## src/include/bpu_cfg.svh

```systemverilog
`ifndef BPU_CFG_SVH
`define BPU_CFG_SVH

`define XLEN            32
`define BTB_INDEX_BITS  6
// upper pc bits left above the index and the byte offset
`define BTB_TAG_BITS    (`XLEN - `BTB_INDEX_BITS - 2)
`define LHT_INDEX_BITS  4
`define HIST_BITS       4
`define BQ_DEPTH        8
`define RESET_PC        32'h0000_0000

`define OPC_BRANCH      7'b1100011
`define OPC_JAL         7'b1101111
`define OPC_JALR        7'b1100111

`endif

```

## src/design/bpu_pkg.sv

```systemverilog
`include "bpu_cfg.svh"

package bpu_pkg;

  typedef enum logic [6:0]
  {
    opc_branch = `OPC_BRANCH,
    opc_jal    = `OPC_JAL,
    opc_jalr   = `OPC_JALR
  } opcode_e;

  typedef enum logic [1:0]
  {
    kind_none = 2'd0,
    kind_cond = 2'd1,
    kind_jal  = 2'd2,
    kind_jalr = 2'd3
  } ctrl_kind_e;

  // one instruction handed to decode
  typedef struct packed
  {
    logic [`XLEN-1:0] pc;
    logic [`XLEN-1:0] inst;
    ctrl_kind_e       kind;
    logic             pred_taken;
    logic [`XLEN-1:0] pred_next;
  } issue_pkt_t;

  // outcome of the oldest recorded control instruction
  typedef struct packed
  {
    logic             taken;
    logic [`XLEN-1:0] target;
  } resolve_pkt_t;

  typedef struct packed
  {
    logic             hit;
    logic [`XLEN-1:0] target;
  } lookup_t;

  typedef struct packed
  {
    logic [`XLEN-1:0] pc;
    ctrl_kind_e       kind;
    logic             pred_taken;
    logic [`XLEN-1:0] pred_next;
  } bq_entry_t;

endpackage

```

## src/design/branch_queue.sv

```systemverilog
`timescale 1ns/1ps
`include "bpu_cfg.svh"

module branch_queue
  import bpu_pkg::*;
(
  input  logic      clk,
  input  logic      rst,
  input  logic      push,
  input  bq_entry_t entry,
  input  logic      pop,
  input  logic      clear,
  output logic      full,
  output logic      empty,
  output bq_entry_t head
);

  localparam int PTR_W = $clog2(`BQ_DEPTH);
  localparam int CNT_W = PTR_W + 1;

  bq_entry_t        mem [`BQ_DEPTH];
  logic [PTR_W-1:0] rd_ptr;
  logic [PTR_W-1:0] wr_ptr;
  logic [CNT_W-1:0] count;

  assign full  = (count == CNT_W'(`BQ_DEPTH));
  assign empty = (count == '0);
  assign head  = mem[rd_ptr];

  always_ff @(posedge clk or posedge rst)
  begin
    if (rst)
    begin
      rd_ptr <= '0;
      wr_ptr <= '0;
      count  <= '0;
    end
    else if (clear)
    begin
      rd_ptr <= '0;
      wr_ptr <= '0;
      count  <= '0;
    end
    else
    begin
      if (push)
        wr_ptr <= wr_ptr + PTR_W'(1);
      if (pop)
        rd_ptr <= rd_ptr + PTR_W'(1);
      count <= count + CNT_W'(push) - CNT_W'(pop);
    end
  end

  always_ff @(posedge clk)
  begin
    if (push && !clear)
      mem[wr_ptr] <= entry;
  end

  // issue side must respect full, execute side only resolves what was recorded
  assert property (@(posedge clk) disable iff (rst) push |-> !full);
  assert property (@(posedge clk) disable iff (rst) pop |-> !empty);

endmodule

```

## src/design/branch_target_buffer.sv

```systemverilog
`timescale 1ns/1ps
`include "bpu_cfg.svh"

module branch_target_buffer
  import bpu_pkg::*;
(
  input  logic             clk,
  input  logic             rst,
  input  logic [`XLEN-1:0] lookup_pc,
  output lookup_t          result,
  input  logic             upd_valid,
  input  logic [`XLEN-1:0] upd_pc,
  input  ctrl_kind_e       upd_kind,
  input  resolve_pkt_t     resolve
);

  localparam int ENTRIES = 1 << `BTB_INDEX_BITS;

  logic [ENTRIES-1:0]         vld;
  logic [`BTB_TAG_BITS-1:0]   tag_mem [ENTRIES];
  logic [`XLEN-1:0]           tgt_mem [ENTRIES];
  logic [`BTB_INDEX_BITS-1:0] rd_idx;
  logic [`BTB_TAG_BITS-1:0]   rd_tag;
  logic [`BTB_INDEX_BITS-1:0] wr_idx;
  logic [`BTB_TAG_BITS-1:0]   wr_tag;

  assign rd_idx = lookup_pc[`BTB_INDEX_BITS+1:2];  // skip byte offset
  assign rd_tag = lookup_pc[`XLEN-1:`BTB_INDEX_BITS+2];
  assign wr_idx = upd_pc[`BTB_INDEX_BITS+1:2];
  assign wr_tag = upd_pc[`XLEN-1:`BTB_INDEX_BITS+2];

  assign result.hit    = vld[rd_idx] && (tag_mem[rd_idx] == rd_tag);
  assign result.target = tgt_mem[rd_idx];

  always_ff @(posedge clk or posedge rst)
  begin
    if (rst)
      vld <= '0;
    else if (upd_valid && (upd_kind != kind_none) && resolve.taken)
      vld[wr_idx] <= 1'b1;
  end

  // not-taken outcomes leave the entry alone
  always_ff @(posedge clk)
  begin
    if (upd_valid && (upd_kind != kind_none) && resolve.taken)
    begin
      tag_mem[wr_idx] <= wr_tag;
      tgt_mem[wr_idx] <= resolve.target;
    end
  end

endmodule

```

## src/design/local_history_predictor.sv

```systemverilog
`timescale 1ns/1ps
`include "bpu_cfg.svh"

module local_history_predictor
  import bpu_pkg::*;
(
  input  logic             clk,
  input  logic             rst,
  input  logic [`XLEN-1:0] lookup_pc,
  output logic             pred_taken,
  input  logic             upd_valid,
  input  logic [`XLEN-1:0] upd_pc,
  input  ctrl_kind_e       upd_kind,
  input  logic             upd_taken
);

  localparam int LHT_ENTRIES = 1 << `LHT_INDEX_BITS;
  localparam int PHT_ENTRIES = 1 << `HIST_BITS;

  logic [`HIST_BITS-1:0]      lht [LHT_ENTRIES];
  logic [1:0]                 pht [PHT_ENTRIES];
  logic [`LHT_INDEX_BITS-1:0] rd_idx;
  logic [`HIST_BITS-1:0]      rd_hist;
  logic [`LHT_INDEX_BITS-1:0] upd_idx;
  logic [`HIST_BITS-1:0]      upd_hist;
  logic [1:0]                 upd_ctr;

  assign rd_idx     = lookup_pc[`LHT_INDEX_BITS+1:2];
  assign rd_hist    = lht[rd_idx];
  assign pred_taken = pht[rd_hist][1];  // weakly or strongly taken

  assign upd_idx  = upd_pc[`LHT_INDEX_BITS+1:2];
  assign upd_hist = lht[upd_idx];
  assign upd_ctr  = pht[upd_hist];

  always_ff @(posedge clk or posedge rst)
  begin
    if (rst)
    begin
      for (int i = 0; i < LHT_ENTRIES; i++)
        lht[i] <= '0;
      for (int j = 0; j < PHT_ENTRIES; j++)
        pht[j] <= 2'b00;
    end
    else if (upd_valid && (upd_kind == kind_cond))
    begin
      lht[upd_idx] <= {upd_taken, upd_hist[`HIST_BITS-1:1]};  // newest outcome on top
      if (upd_taken && (upd_ctr != 2'b11))
        pht[upd_hist] <= upd_ctr + 2'b01;
      else if (!upd_taken && (upd_ctr != 2'b00))
        pht[upd_hist] <= upd_ctr - 2'b01;
    end
  end

endmodule

```

## src/design/fetch_pc_control.sv

```systemverilog
`timescale 1ns/1ps
`include "bpu_cfg.svh"

module fetch_pc_control
  import bpu_pkg::*;
(
  input  logic             clk,
  input  logic             rst,
  input  logic [`XLEN-1:0] inst_word,
  output logic [`XLEN-1:0] fetch_pc,
  output logic             issue_valid,
  input  logic             issue_ready,
  output issue_pkt_t       issue_pkt,
  input  logic             resolve_valid,
  input  resolve_pkt_t     resolve_pkt,
  output logic             flush,
  output logic [`XLEN-1:0] lookup_pc,
  input  lookup_t          btb_hit_target,
  input  logic             pred_taken,
  output logic             bq_push,
  output bq_entry_t        bq_entry,
  input  logic             bq_full,
  input  bq_entry_t        bq_head,
  output logic             bq_pop,
  output logic             bq_clear,
  output logic             upd_valid,
  output logic [`XLEN-1:0] upd_pc,
  output ctrl_kind_e       upd_kind
);

  ctrl_kind_e       kind;
  logic             use_target;
  logic [`XLEN-1:0] seq_pc;
  issue_pkt_t       pkt_now;
  issue_pkt_t       pkt_held;
  logic             hold;
  logic             running;
  logic             mispredict;
  logic [`XLEN-1:0] redirect_pc;
  logic             xfer;

  always_comb
  begin
    case (inst_word[6:0])
      opc_branch: kind = kind_cond;
      opc_jal:    kind = kind_jal;
      opc_jalr:   kind = kind_jalr;
      default:    kind = kind_none;
    endcase
  end

  // a taken guess needs a target from the btb
  always_comb
  begin
    case (kind)
      kind_cond:          use_target = btb_hit_target.hit && pred_taken;
      kind_jal, kind_jalr: use_target = btb_hit_target.hit;
      default:            use_target = 1'b0;
    endcase
  end

  assign seq_pc    = fetch_pc + `XLEN'(4);
  assign lookup_pc = fetch_pc;

  assign pkt_now.pc         = fetch_pc;
  assign pkt_now.inst       = inst_word;
  assign pkt_now.kind       = kind;
  assign pkt_now.pred_taken = use_target;
  assign pkt_now.pred_next  = use_target ? btb_hit_target.target : seq_pc;

  // table writes during a stall must not disturb the offered packet
  assign issue_pkt = hold ? pkt_held : pkt_now;

  assign mispredict = resolve_valid &&
                      ((resolve_pkt.taken != bq_head.pred_taken) ||
                       (resolve_pkt.taken && (resolve_pkt.target != bq_head.pred_next)));
  assign redirect_pc = resolve_pkt.taken ? resolve_pkt.target : bq_head.pc + `XLEN'(4);

  assign issue_valid = running && !mispredict &&
                       !((issue_pkt.kind != kind_none) && bq_full);
  assign xfer        = issue_valid && issue_ready;

  assign bq_push             = xfer && (issue_pkt.kind != kind_none);
  assign bq_entry.pc         = issue_pkt.pc;
  assign bq_entry.kind       = issue_pkt.kind;
  assign bq_entry.pred_taken = issue_pkt.pred_taken;
  assign bq_entry.pred_next  = issue_pkt.pred_next;
  assign bq_pop              = resolve_valid;
  assign bq_clear            = mispredict;  // wins over pop in the queue

  assign upd_valid = resolve_valid;
  assign upd_pc    = bq_head.pc;
  assign upd_kind  = bq_head.kind;

  always_ff @(posedge clk or posedge rst)
  begin
    if (rst)
    begin
      fetch_pc <= `RESET_PC;
      running  <= 1'b0;
      hold     <= 1'b0;
      flush    <= 1'b0;
    end
    else
    begin
      running <= 1'b1;
      flush   <= mispredict;
      if (mispredict)
      begin
        fetch_pc <= redirect_pc;
        hold     <= 1'b0;
      end
      else if (xfer)
      begin
        fetch_pc <= issue_pkt.pred_next;
        hold     <= 1'b0;
      end
      else if (issue_valid)
        hold <= 1'b1;  // stalled by downstream
    end
  end

  always_ff @(posedge clk)
  begin
    if (issue_valid && !hold)
      pkt_held <= pkt_now;
  end

  // offered packet and fetch address stay put until taken or squashed
  assert property (@(posedge clk) disable iff (rst)
    issue_valid && !issue_ready |=>
      !issue_valid || ($stable(issue_pkt) && $stable(fetch_pc)));

endmodule

```

## src/design/bpu_top.sv

```systemverilog
`timescale 1ns/1ps
`include "bpu_cfg.svh"

module bpu_top
  import bpu_pkg::*;
(
  input  logic             clk,
  input  logic             rst,
  output logic [`XLEN-1:0] fetch_pc,
  input  logic [`XLEN-1:0] inst_word,
  output logic             issue_valid,
  input  logic             issue_ready,
  output issue_pkt_t       issue_pkt,
  input  logic             resolve_valid,
  input  resolve_pkt_t     resolve_pkt,
  output logic             flush
);

  logic [`XLEN-1:0] lookup_pc;
  lookup_t          btb_result;
  logic             bp_taken;
  logic             bq_push;
  bq_entry_t        bq_entry;
  logic             bq_full;
  bq_entry_t        bq_head;
  logic             bq_pop;
  logic             bq_clear;
  logic             upd_valid;
  logic [`XLEN-1:0] upd_pc;
  ctrl_kind_e       upd_kind;

  fetch_pc_control fetch_pc_control_i (
    .clk            (clk),
    .rst            (rst),
    .inst_word      (inst_word),
    .fetch_pc       (fetch_pc),
    .issue_valid    (issue_valid),
    .issue_ready    (issue_ready),
    .issue_pkt      (issue_pkt),
    .resolve_valid  (resolve_valid),
    .resolve_pkt    (resolve_pkt),
    .flush          (flush),
    .lookup_pc      (lookup_pc),
    .btb_hit_target (btb_result),
    .pred_taken     (bp_taken),
    .bq_push        (bq_push),
    .bq_entry       (bq_entry),
    .bq_full        (bq_full),
    .bq_head        (bq_head),
    .bq_pop         (bq_pop),
    .bq_clear       (bq_clear),
    .upd_valid      (upd_valid),
    .upd_pc         (upd_pc),
    .upd_kind       (upd_kind)
  );

  branch_queue branch_queue_i (
    .clk   (clk),
    .rst   (rst),
    .push  (bq_push),
    .entry (bq_entry),
    .pop   (bq_pop),
    .clear (bq_clear),
    .full  (bq_full),
    .empty (),          // emptiness is only checked inside the queue
    .head  (bq_head)
  );

  branch_target_buffer branch_target_buffer_i (
    .clk       (clk),
    .rst       (rst),
    .lookup_pc (lookup_pc),
    .result    (btb_result),
    .upd_valid (upd_valid),
    .upd_pc    (upd_pc),
    .upd_kind  (upd_kind),
    .resolve   (resolve_pkt)
  );

  local_history_predictor local_history_predictor_i (
    .clk        (clk),
    .rst        (rst),
    .lookup_pc  (lookup_pc),
    .pred_taken (bp_taken),
    .upd_valid  (upd_valid),
    .upd_pc     (upd_pc),
    .upd_kind   (upd_kind),
    .upd_taken  (resolve_pkt.taken)
  );

endmodule

```

## config.mk

```make
export PLATFORM = sky130hd
export DESIGN_NAME = bpu_top
export DESIGN_NICKNAME = d
export VERILOG_FILES = /design/src/design/bpu_pkg.sv /design/src/design/branch_queue.sv /design/src/design/branch_target_buffer.sv /design/src/design/local_history_predictor.sv /design/src/design/fetch_pc_control.sv /design/src/design/bpu_top.sv
export VERILOG_INCLUDE_DIRS = /design/src /design/src/include
export SDC_FILE = /design/constraint.sdc
export NUM_CORES = 2
export LEC_CHECK = 0
export BUFFER_PORTS_ARGS = -buffer_cell sky130_fd_sc_hd__buf_2
export CAP_MARGIN = 20
export CORE_UTILIZATION = 36
export CTS_CLUSTER_DIAMETER = 60
export DETAILED_ROUTE_END_ITERATION = 8
export GPL_ROUTABILITY_DRIVEN = 0
export PLACE_DENSITY = 0.57
export SYNTH_ARGS = -nofsm -noshare
export SYNTH_HDL_FRONTEND = slang
export SYNTH_MEMORY_MAX_BITS = 65536
export SYNTH_SLANG_ARGS = --single-unit
```

## constraint.sdc

```tcl
create_clock -name clk -period 9.7 [get_ports clk]
set_clock_uncertainty 0.1 [all_clocks]
set_input_delay 0.97 -clock clk [delete_from_list [all_inputs] [get_ports clk]]
set_output_delay 0.97 -clock clk [all_outputs]
set_load 0.02 [all_outputs]
```

## After elaboration in Yosys (flattened, before gate mapping)

Memories as Yosys holds them, arrays and structs flattened.
Index checks and enable logic that the tools add are counted.

| cells by class | value |
|---|---|
| $add $sub $neg | 8 |
| $lt $le $gt $ge | 9 |
| equality and inequality tests | 12 |
| muxes and demuxes | 44 |
| bitwise logic cells | 5 |
| reduce and logical (&&, ||, !) cells | 34 |

Operators with widths:

| kind | count |
|---|---|
| $mux W32 | 6 |
| $mux W99 | 1 |
| $add A32 B3 Y32 const B | 2 |
| $bwmux W32 | 2 |
| $bwmux W64 | 1 |
| $or A64 B64 Y64 | 1 |
| $bmux W4 S4 | 2 |
| $ne A32 B32 Y1 | 1 |
| $eq A24 B24 Y1 | 1 |
| $mux W4 | 6 |
| $eq A7 B7 Y1 const B | 3 |
| $ge A5 B5 Y1 const B | 4 |
| $not A4 Y5 | 4 |
| $logic_and A1 B1 Y1 | 19 |
| $bmux W2 S4 | 2 |
| $demux W4 S4 | 1 |
| $lt A6 B7 Y1 const B | 2 |
| $reduce_bool A2 Y1 | 7 |
| $mux W3 | 4 |
| $lt A5 B1 Y1 const B | 2 |
| $mux W2 | 5 |
| $mux W1 | 9 |
| $demux W2 S4 | 1 |
| $add A3 B1 Y3 const B | 2 |
| 19 further kinds | 24 |

| storage, ports and cells | value |
|---|---|
| register bits after elaboration | 304 |
| bits in writable memories | 4120 |
| input port bits | 69 |
| output and inout port bits | 133 |
| logic and storage cells | 160 |
| memories kept | 3 |

Memories:

| name | depth | bits a word | rd ports | clocked after Yosys merged registers in | write ports | RTL line | RTL |
|---|---|---|---|---|---|---|---|
| branch_target_buffer_i.tgt_mem | 64 | 32 | 1 | 0 | 1 | branch_target_buffer.sv:21 | `` logic [`XLEN-1:0] tgt_mem [ENTRIES]; `` |
| branch_target_buffer_i.tag_mem | 64 | 24 | 1 | 0 | 1 | branch_target_buffer.sv:20 | `` logic [`BTB_TAG_BITS-1:0] tag_mem [ENTRIES]; `` |
| branch_queue_i.mem | 8 | 67 | 1 | 0 | 1 | branch_queue.sv:21 | `` bq_entry_t mem [`BQ_DEPTH]; `` |

## Depth between registers and ports, before layout

| logic depth | value |
|---|---|
| depth after elaboration | 21 |
| mapped depth | 23 |
| mapped depth without buffers | 18 |

## Modules after synthesis

From an unflattened synthesis, not the netlist that was laid out.

| unflattened totals | value |
|---|---|
| cell total of the unflattened synthesis | 8084 |
| area total of the unflattened synthesis | 175796.1 µm² |

Modules (own cells, without submodules):

| module | instances | cells an instance | area an instance (µm²) | seq. area each (µm²) |
|---|---|---|---|---|
| branch_target_buffer | 1 | 5753 | 139367.4 | 109224.8 |
| branch_queue | 1 | 842 | 20953.8 | 16345.7 |
| fetch_pc_control | 1 | 1024 | 9813.2 | 3848.7 |
| local_history_predictor | 1 | 465 | 5661.7 | 2402.3 |

## Least setup slack after synthesis

No wires, ideal clock.

| path | value |
|---|---|
| path kind | register -> register |
| start | reg branch_queue_i.rd_ptr[0] |
| end | reg fetch_pc_control_i.pkt_held[0] (netlist name) (enable) |
| setup time | 0.678 ns |
| arrival | 9.794 ns |
| data required time | 8.922 ns |
| path slack | -0.871 ns |
| stages on the path, launching flop included | 15 |
| buffers on the path | 6 |
| clock period less this slack | 10.571 ns |
| cell sequence | dfrtp_1 -> buf_4 -> buf_4 -> buf_4 -> buf_2 -> mux4_2 -> mux2i_1 -> xnor2_1 -> nor4_1 -> nand3_1 -> nor3_1 -> nor2_1 -> buf_2 -> buf_1 -> nor3_1 |

| on the way | value |
|---|---|
| longest elaborated chain between the ends | 9 |
| elaborated cells on any way between the ends | 10 |
| those cells by class | eq/ne (2); reduce/logical (7); memory (1) |

Ends and longest elaborated chain:

| item | RTL line | RTL |
|---|---|---|
| from (decl) | branch_queue.sv:22 | `logic [PTR_W-1:0] rd_ptr;` |
| from (signal assigned) | branch_queue.sv:49 | `rd_ptr <= rd_ptr + PTR_W'(1);` |
| $mem_v2 Z8 W67 (*) | -- |  |
| $ne A32 B32 Y1 | fetch_pc_control.sv:76 | `(resolve_pkt.taken && (resolve_pkt.target != bq_head.pred_next)));` |
| $logic_and A1 B1 Y1 | fetch_pc_control.sv:76 |  |
| $logic_or A1 B1 Y1 (*) | fetch_pc_control.sv:75 | `((resolve_pkt.taken != bq_head.pred_taken) \|\|` |
| $logic_and A1 B1 Y1 (*) | fetch_pc_control.sv:74 | `assign mispredict = resolve_valid &&` |
| net bq_clear | bpu_top.sv:27 | `logic bq_clear;` |
| $logic_not A1 Y1 (*) | fetch_pc_control.sv:79 | `assign issue_valid = running && !mispredict &&` |
| $logic_and A1 B1 Y1 (*) (2 in series) | fetch_pc_control.sv:79 |  |
| $logic_and A1 B1 Y1 (*) | fetch_pc_control.sv:125 | `if (issue_valid && !hold)` |
| to (signal assigned) | fetch_pc_control.sv:126 | `pkt_held <= pkt_now;` |
| to (decl) | fetch_pc_control.sv:35 | `issue_pkt_t pkt_held;` |

Mark *: on every way through the listed nets, which the timed path passes. The rest lies on a longest branch.
A chain may end at the register's enable or synchronous reset.

==> results.txt <==
----------------------------------------------------
[Run status]
  Result of the run ... finished, final reports clean

[Global route]
  Wire length of the first global-routing pass ... a little under 800,000 microns
  Total gr overflow ... 0
  Antenna violations before repair ... 42
  Maximum number of pins on one net before global-route repair ... ~120
  Global router's overall resource usage ... 0.228
  Vias in the first global route ... approximately 90,000

[Setup path]
  Critical Path Stages ... 13
  Category of the critical setup timing path ... register to output port
  Worst reg-to-reg path cell count ... 17
  Endpoint type of the worst setup path ... output port
  Worst path cell trace ... buf_12 > mux4_2 > a22oi_1 > nand2_1 > a21oi_1 > xnor2_1 > o32ai_2 > o31a_1 > and4_4 > buf_4 > mux2_4 > nand2_1 > buf_2
  Kind of start point of the critical path ... register
  Buffering stage count on the worst path with inverters included ... 3
  Kind of cell adding the most delay to the critical path ... compound AO/OA/AOI/OAI gates
  Maximum cell stage delay along the critical path ... 0.96 ns
  Required time worst endpoint ... 8.63 ns
  Cell repeated most along the worst path ... nand2_1
  Arr. time, crit path ... 7.81 ns
  CP max stage cell ... a21oi_1
  Maximum fanout count along the critical path ... 97

[Floorplan]
  Die Outline Area ... 490,000 sq um
  # rows ... 256
  Count of pins on the block boundary ... between 200 and 250
  Starting utilization of the core area ... 0.361
  Die X ... ~700 microns
  Floorplan core area ... 486,000 sq um
  Chip height ... 700 microns

[Detailed routing]
  Met3 Routed Length ... around 57,000 microns
  Average via count per standard cell ... between 5 and 6
  Detailed-routed wire length on met2 ... about 270,000 microns
  First drt pass iteration count ... 6
  Routed length on met1 ... around 220,000 microns
  Top sig layer ... met5
  Count of nets left with antenna violations after detail routing ... 0
  Number of remaining DRC errors ... 0
  Iter 0 DRT Violations ... approximately 14,000
  Total via count in the routed design ... roughly 92,000
  Total wire length ... around 570,000 microns
  Average wire length per cell after detail routing ... 36.9 microns

[Finish]
  Number of nets at the end of the flow ... roughly 8,700
  Filler Cells Inserted ... 42,297
  Proportion of layout cells with a drive suffix above 1 ... 0.306
  Layout area overhead ... 14.1%

[STA]
  Achievable frequency ... between 0.1 and 0.15 GHz
  # setup viols final ... 0
  Unrepaired setup endpoints after global routing ... false
  Headroom to the max-slew limit ... 0.179
  Transition at the pin with the smallest max-transition slack ... between 1 and 1.5 ns
  Post-route minimum period ... 8.88 ns
  Number of slew-limit violations in the final report ... 0
  Total negative setup slack ... 0 ns
  Fin. Hold Viols ... 0
  Final cycle utilization of the critical path ... 0.916

[Placement]
  Sum of net half-perimeters after detailed placement ... ~310,000 microns
  Number of port buffers ... approximately 200

[Synth]
  Count of different cell masters after synthesis ... just over 100
  Cell count after synthesis ... 8,067
  Top_reg_cell synth ... edfxtp_1
  Async set-or-reset flop fraction in the synthesized netlist ... 0.0463
  Mapped Avg Cell Area ... roughly 22 sq um
  Post-Synthesis Net Count ... between 8,000 and 9,000
  Post-synth design cell area ... roughly 180,000 sq um
  Number of register bits inferred by synthesis ... around 4,400
  Proportion of synthesized chip area in sequential cells ... 0.751
  Synthesis Warnings ... 0
  Count of flip-flops with a built-in enable after synthesis ... ~4,200

[Power]
  Clock power frac ... 0.318
  Int Pwr ... approximately 0.037 W
  Tot Pwr ... roughly 0.054 W
  Power density over the cells ... 271 nW/um^2
  Register share of total power ... 0.421
  Leakage dissipation ... between 60 and 70 nW
  Total net switching power ... between 0.015 and 0.02 W
  Switching share of power ... 0.311
  Largest voltage drop on the vdd net ... approximately 0.23 mV
  Combinational share of power ... 0.261

[CTS]
  Cell at the root of the clock tree ... clkbuf_16
  Clock sink total ... approximately 4,400
  H-Tree Depth ... 5
  CTS tree ... built
  Insertion delay of the later-clocked pin in the worst-skew pair ... ~1.1 ns
  Inserted Clock Buffers ... 458
  CTS clock-pin slew for the worst setup and hold paths ... around 0.060 ns
  Maximum buffer depth of the clock tree ... 4
  Setup Fix Bufs, Post-CTS ... 0

[Min path]
  Path category of the worst min-delay check ... primary input to async pin

[Flow run]
  Max cap viols ... 0

----------------------------------------------------
[layout make-up]
type	count	area (sq um)	area share
Multi-Input combinational cell	3119	41100	0.205
Sequential cell	4424	132000	0.659
Clock buffer	580	12100	0.0605
Clock inverter	269	2480	0.0124
Inverter	66	265	0.00133
Tap cell	6450	8070	0.0403
Timing Repair Buffer	509	4190	0.0210
Antenna cell	22	55.1	0.000275
[Yosys cell counts (9+ instances only)]
library cell	count	area, sq um
and3_1	16	100
nor3b_1	23	173
ha_1	14	175
dfrtp_1	205	5130
xnor2_1	84	736
o21ai_0	49	245
mux2_2	208	2340
buf_6	56	631
nor2_1	209	785
xor2_1	19	166
nor4_1	16	100
mux2i_1	259	2590
mux2_4	19	285
buf_1	33	124
nand3_1	55	275
o221ai_1	12	105
o211ai_1	33	248
nand4_1	15	93.8
a211oi_1	19	143
o22ai_1	26	163
edfxtp_1	4219	127000
nor2b_1	35	219
nor3_1	30	150
o31ai_1	32	240
inv_1	60	225
buf_2	154	771
mux4_1	12	315
a21oi_1	89	445
clkbuf_1	114	428
nand2_1	286	1070
mux4_2	1168	26300
and2_1	45	282
or3_1	9	56.3
a221oi_1	15	131
nand2b_1	24	150
buf_4	77	578
a22o_1	13	114
a22oi_1	73	548
buf_8	9	135
or2_2	73	457
[per-stage QoR]
step	utilization	hold slack (ns)	instance area, sq um	setup WS, ns	cells
final	0.412	0.0363	200000	0.818	15439
after global routing	0.412	0.0409	200000	0.703	15422
after CTS	0.412	0.00661	200000	0.980	15414
after detailed placement	0.382	0.348	185000	2.15	14564
after global placement	0.381	0.346	185000	2.18	14553
after floorplan	-	0.334	175000	1.44	8067
[flip-flops by register name, summed over array words and instances (netlist names), 4 cells and up, named ones only]
name                            flops
branch_queue_i.mem                536
local_history_predictor_i.pht      16
fetch_pc_control_i.pkt_held        99
branch_target_buffer_i.vld         64
branch_target_buffer_i.tgt_mem   2048
branch_target_buffer_i.tag_mem   1536
branch_queue_i.count                4
fetch_pc_control_i.fetch_pc        32
local_history_predictor_i.lht      64
[layer usage]
layer / vias to the layer above / track usage
met4: 10 / 0.0870
met3: 1079 / 0.0463
li1: 34804 / -
met1: 50149 / 0.313
met2: 5550 / 0.359
met5: - / 0
[kinds of logic after synthesis]
| kind of cell | count (synthesis) | share of synthesized area |
|---|---|---|
| multiplexers | 1669 | 0.182 |
| AND/OR/NAND/NOR | 878 | 0.0246 |
| adder cells (fa/ha/maj) | 15 | 0.00111 |
| buffers and inverters | 524 | 0.0179 |
| AO/OA/AOI/OAI | 453 | 0.0183 |
| flip-flops | 4424 | 0.751 |
| other | 1 | 0.0000214 |
| XOR/XNOR | 103 | 0.00514 |
[what timing repair did]
action / in CTS / in global routing
gates resized for setup: 0 / 0
endpoints found under the hold margin: 1 / 0
hold buffers: 1 / 0
[power by group through the flow]
stage / Combinational, W / Sequential (W) / Clock, W
2_1_floorplan: 0.00906 / 0.0229 / 0
3_3_place_gp: 0.0138 / 0.0232 / 0
3_5_place_dp: 0.0140 / 0.0232 / 0
4_1_cts: 0.0140 / 0.0228 / 0.0174
5_1_grt: 0.0147 / 0.0229 / 0.0181
6_report: 0.0141 / 0.0228 / 0.0172
[layout by cell type, fill, tap and decap left out, drive strengths merged, types with 54 or more instances in the layout]
| cell type | synthesis | final |
|---|---|---|
| nand3 | 55 | 55 |
| a22oi | 73 | 73 |
| mux2 | 227 | 227 |
| nand2 | 286 | 286 |
| inv | 64 | 77 |
| or2 | 74 | 74 |
| o21ai | 54 | 54 |
| buf | 337 | 508 |
| xnor2 | 84 | 84 |
| dfrtp | 205 | 205 |
| mux2i | 262 | 262 |
| clkinv | 2 | 212 |
| clkbuf | 115 | 580 |
| nor2 | 209 | 209 |
| a21oi | 91 | 91 |
| edfxtp | 4219 | 4219 |
| mux4 | 1180 | 1180 |
[worst paths after layout]
kind	from	endpoint	slack, ns
setup / recovery	fetch_pc_control_i.fetch_pc[3]	issue_pkt[10]	0.82
min in group clk	inst_word[16]	fetch_pc_control_i.pkt_held[51]	0.07
hold reg to reg	branch_target_buffer_i.vld[36]	branch_target_buffer_i.vld[36]	0.36
hold / removal	rst	local_history_predictor_i.pht[25]	0.04
max in group asynchronous	rst	fetch_pc_control_i.fetch_pc[2]	7.09
setup reg to reg	branch_queue_i.rd_ptr[0]	local_history_predictor_i.pht[7]	2.32
Power figures use the tool's default switching activity.
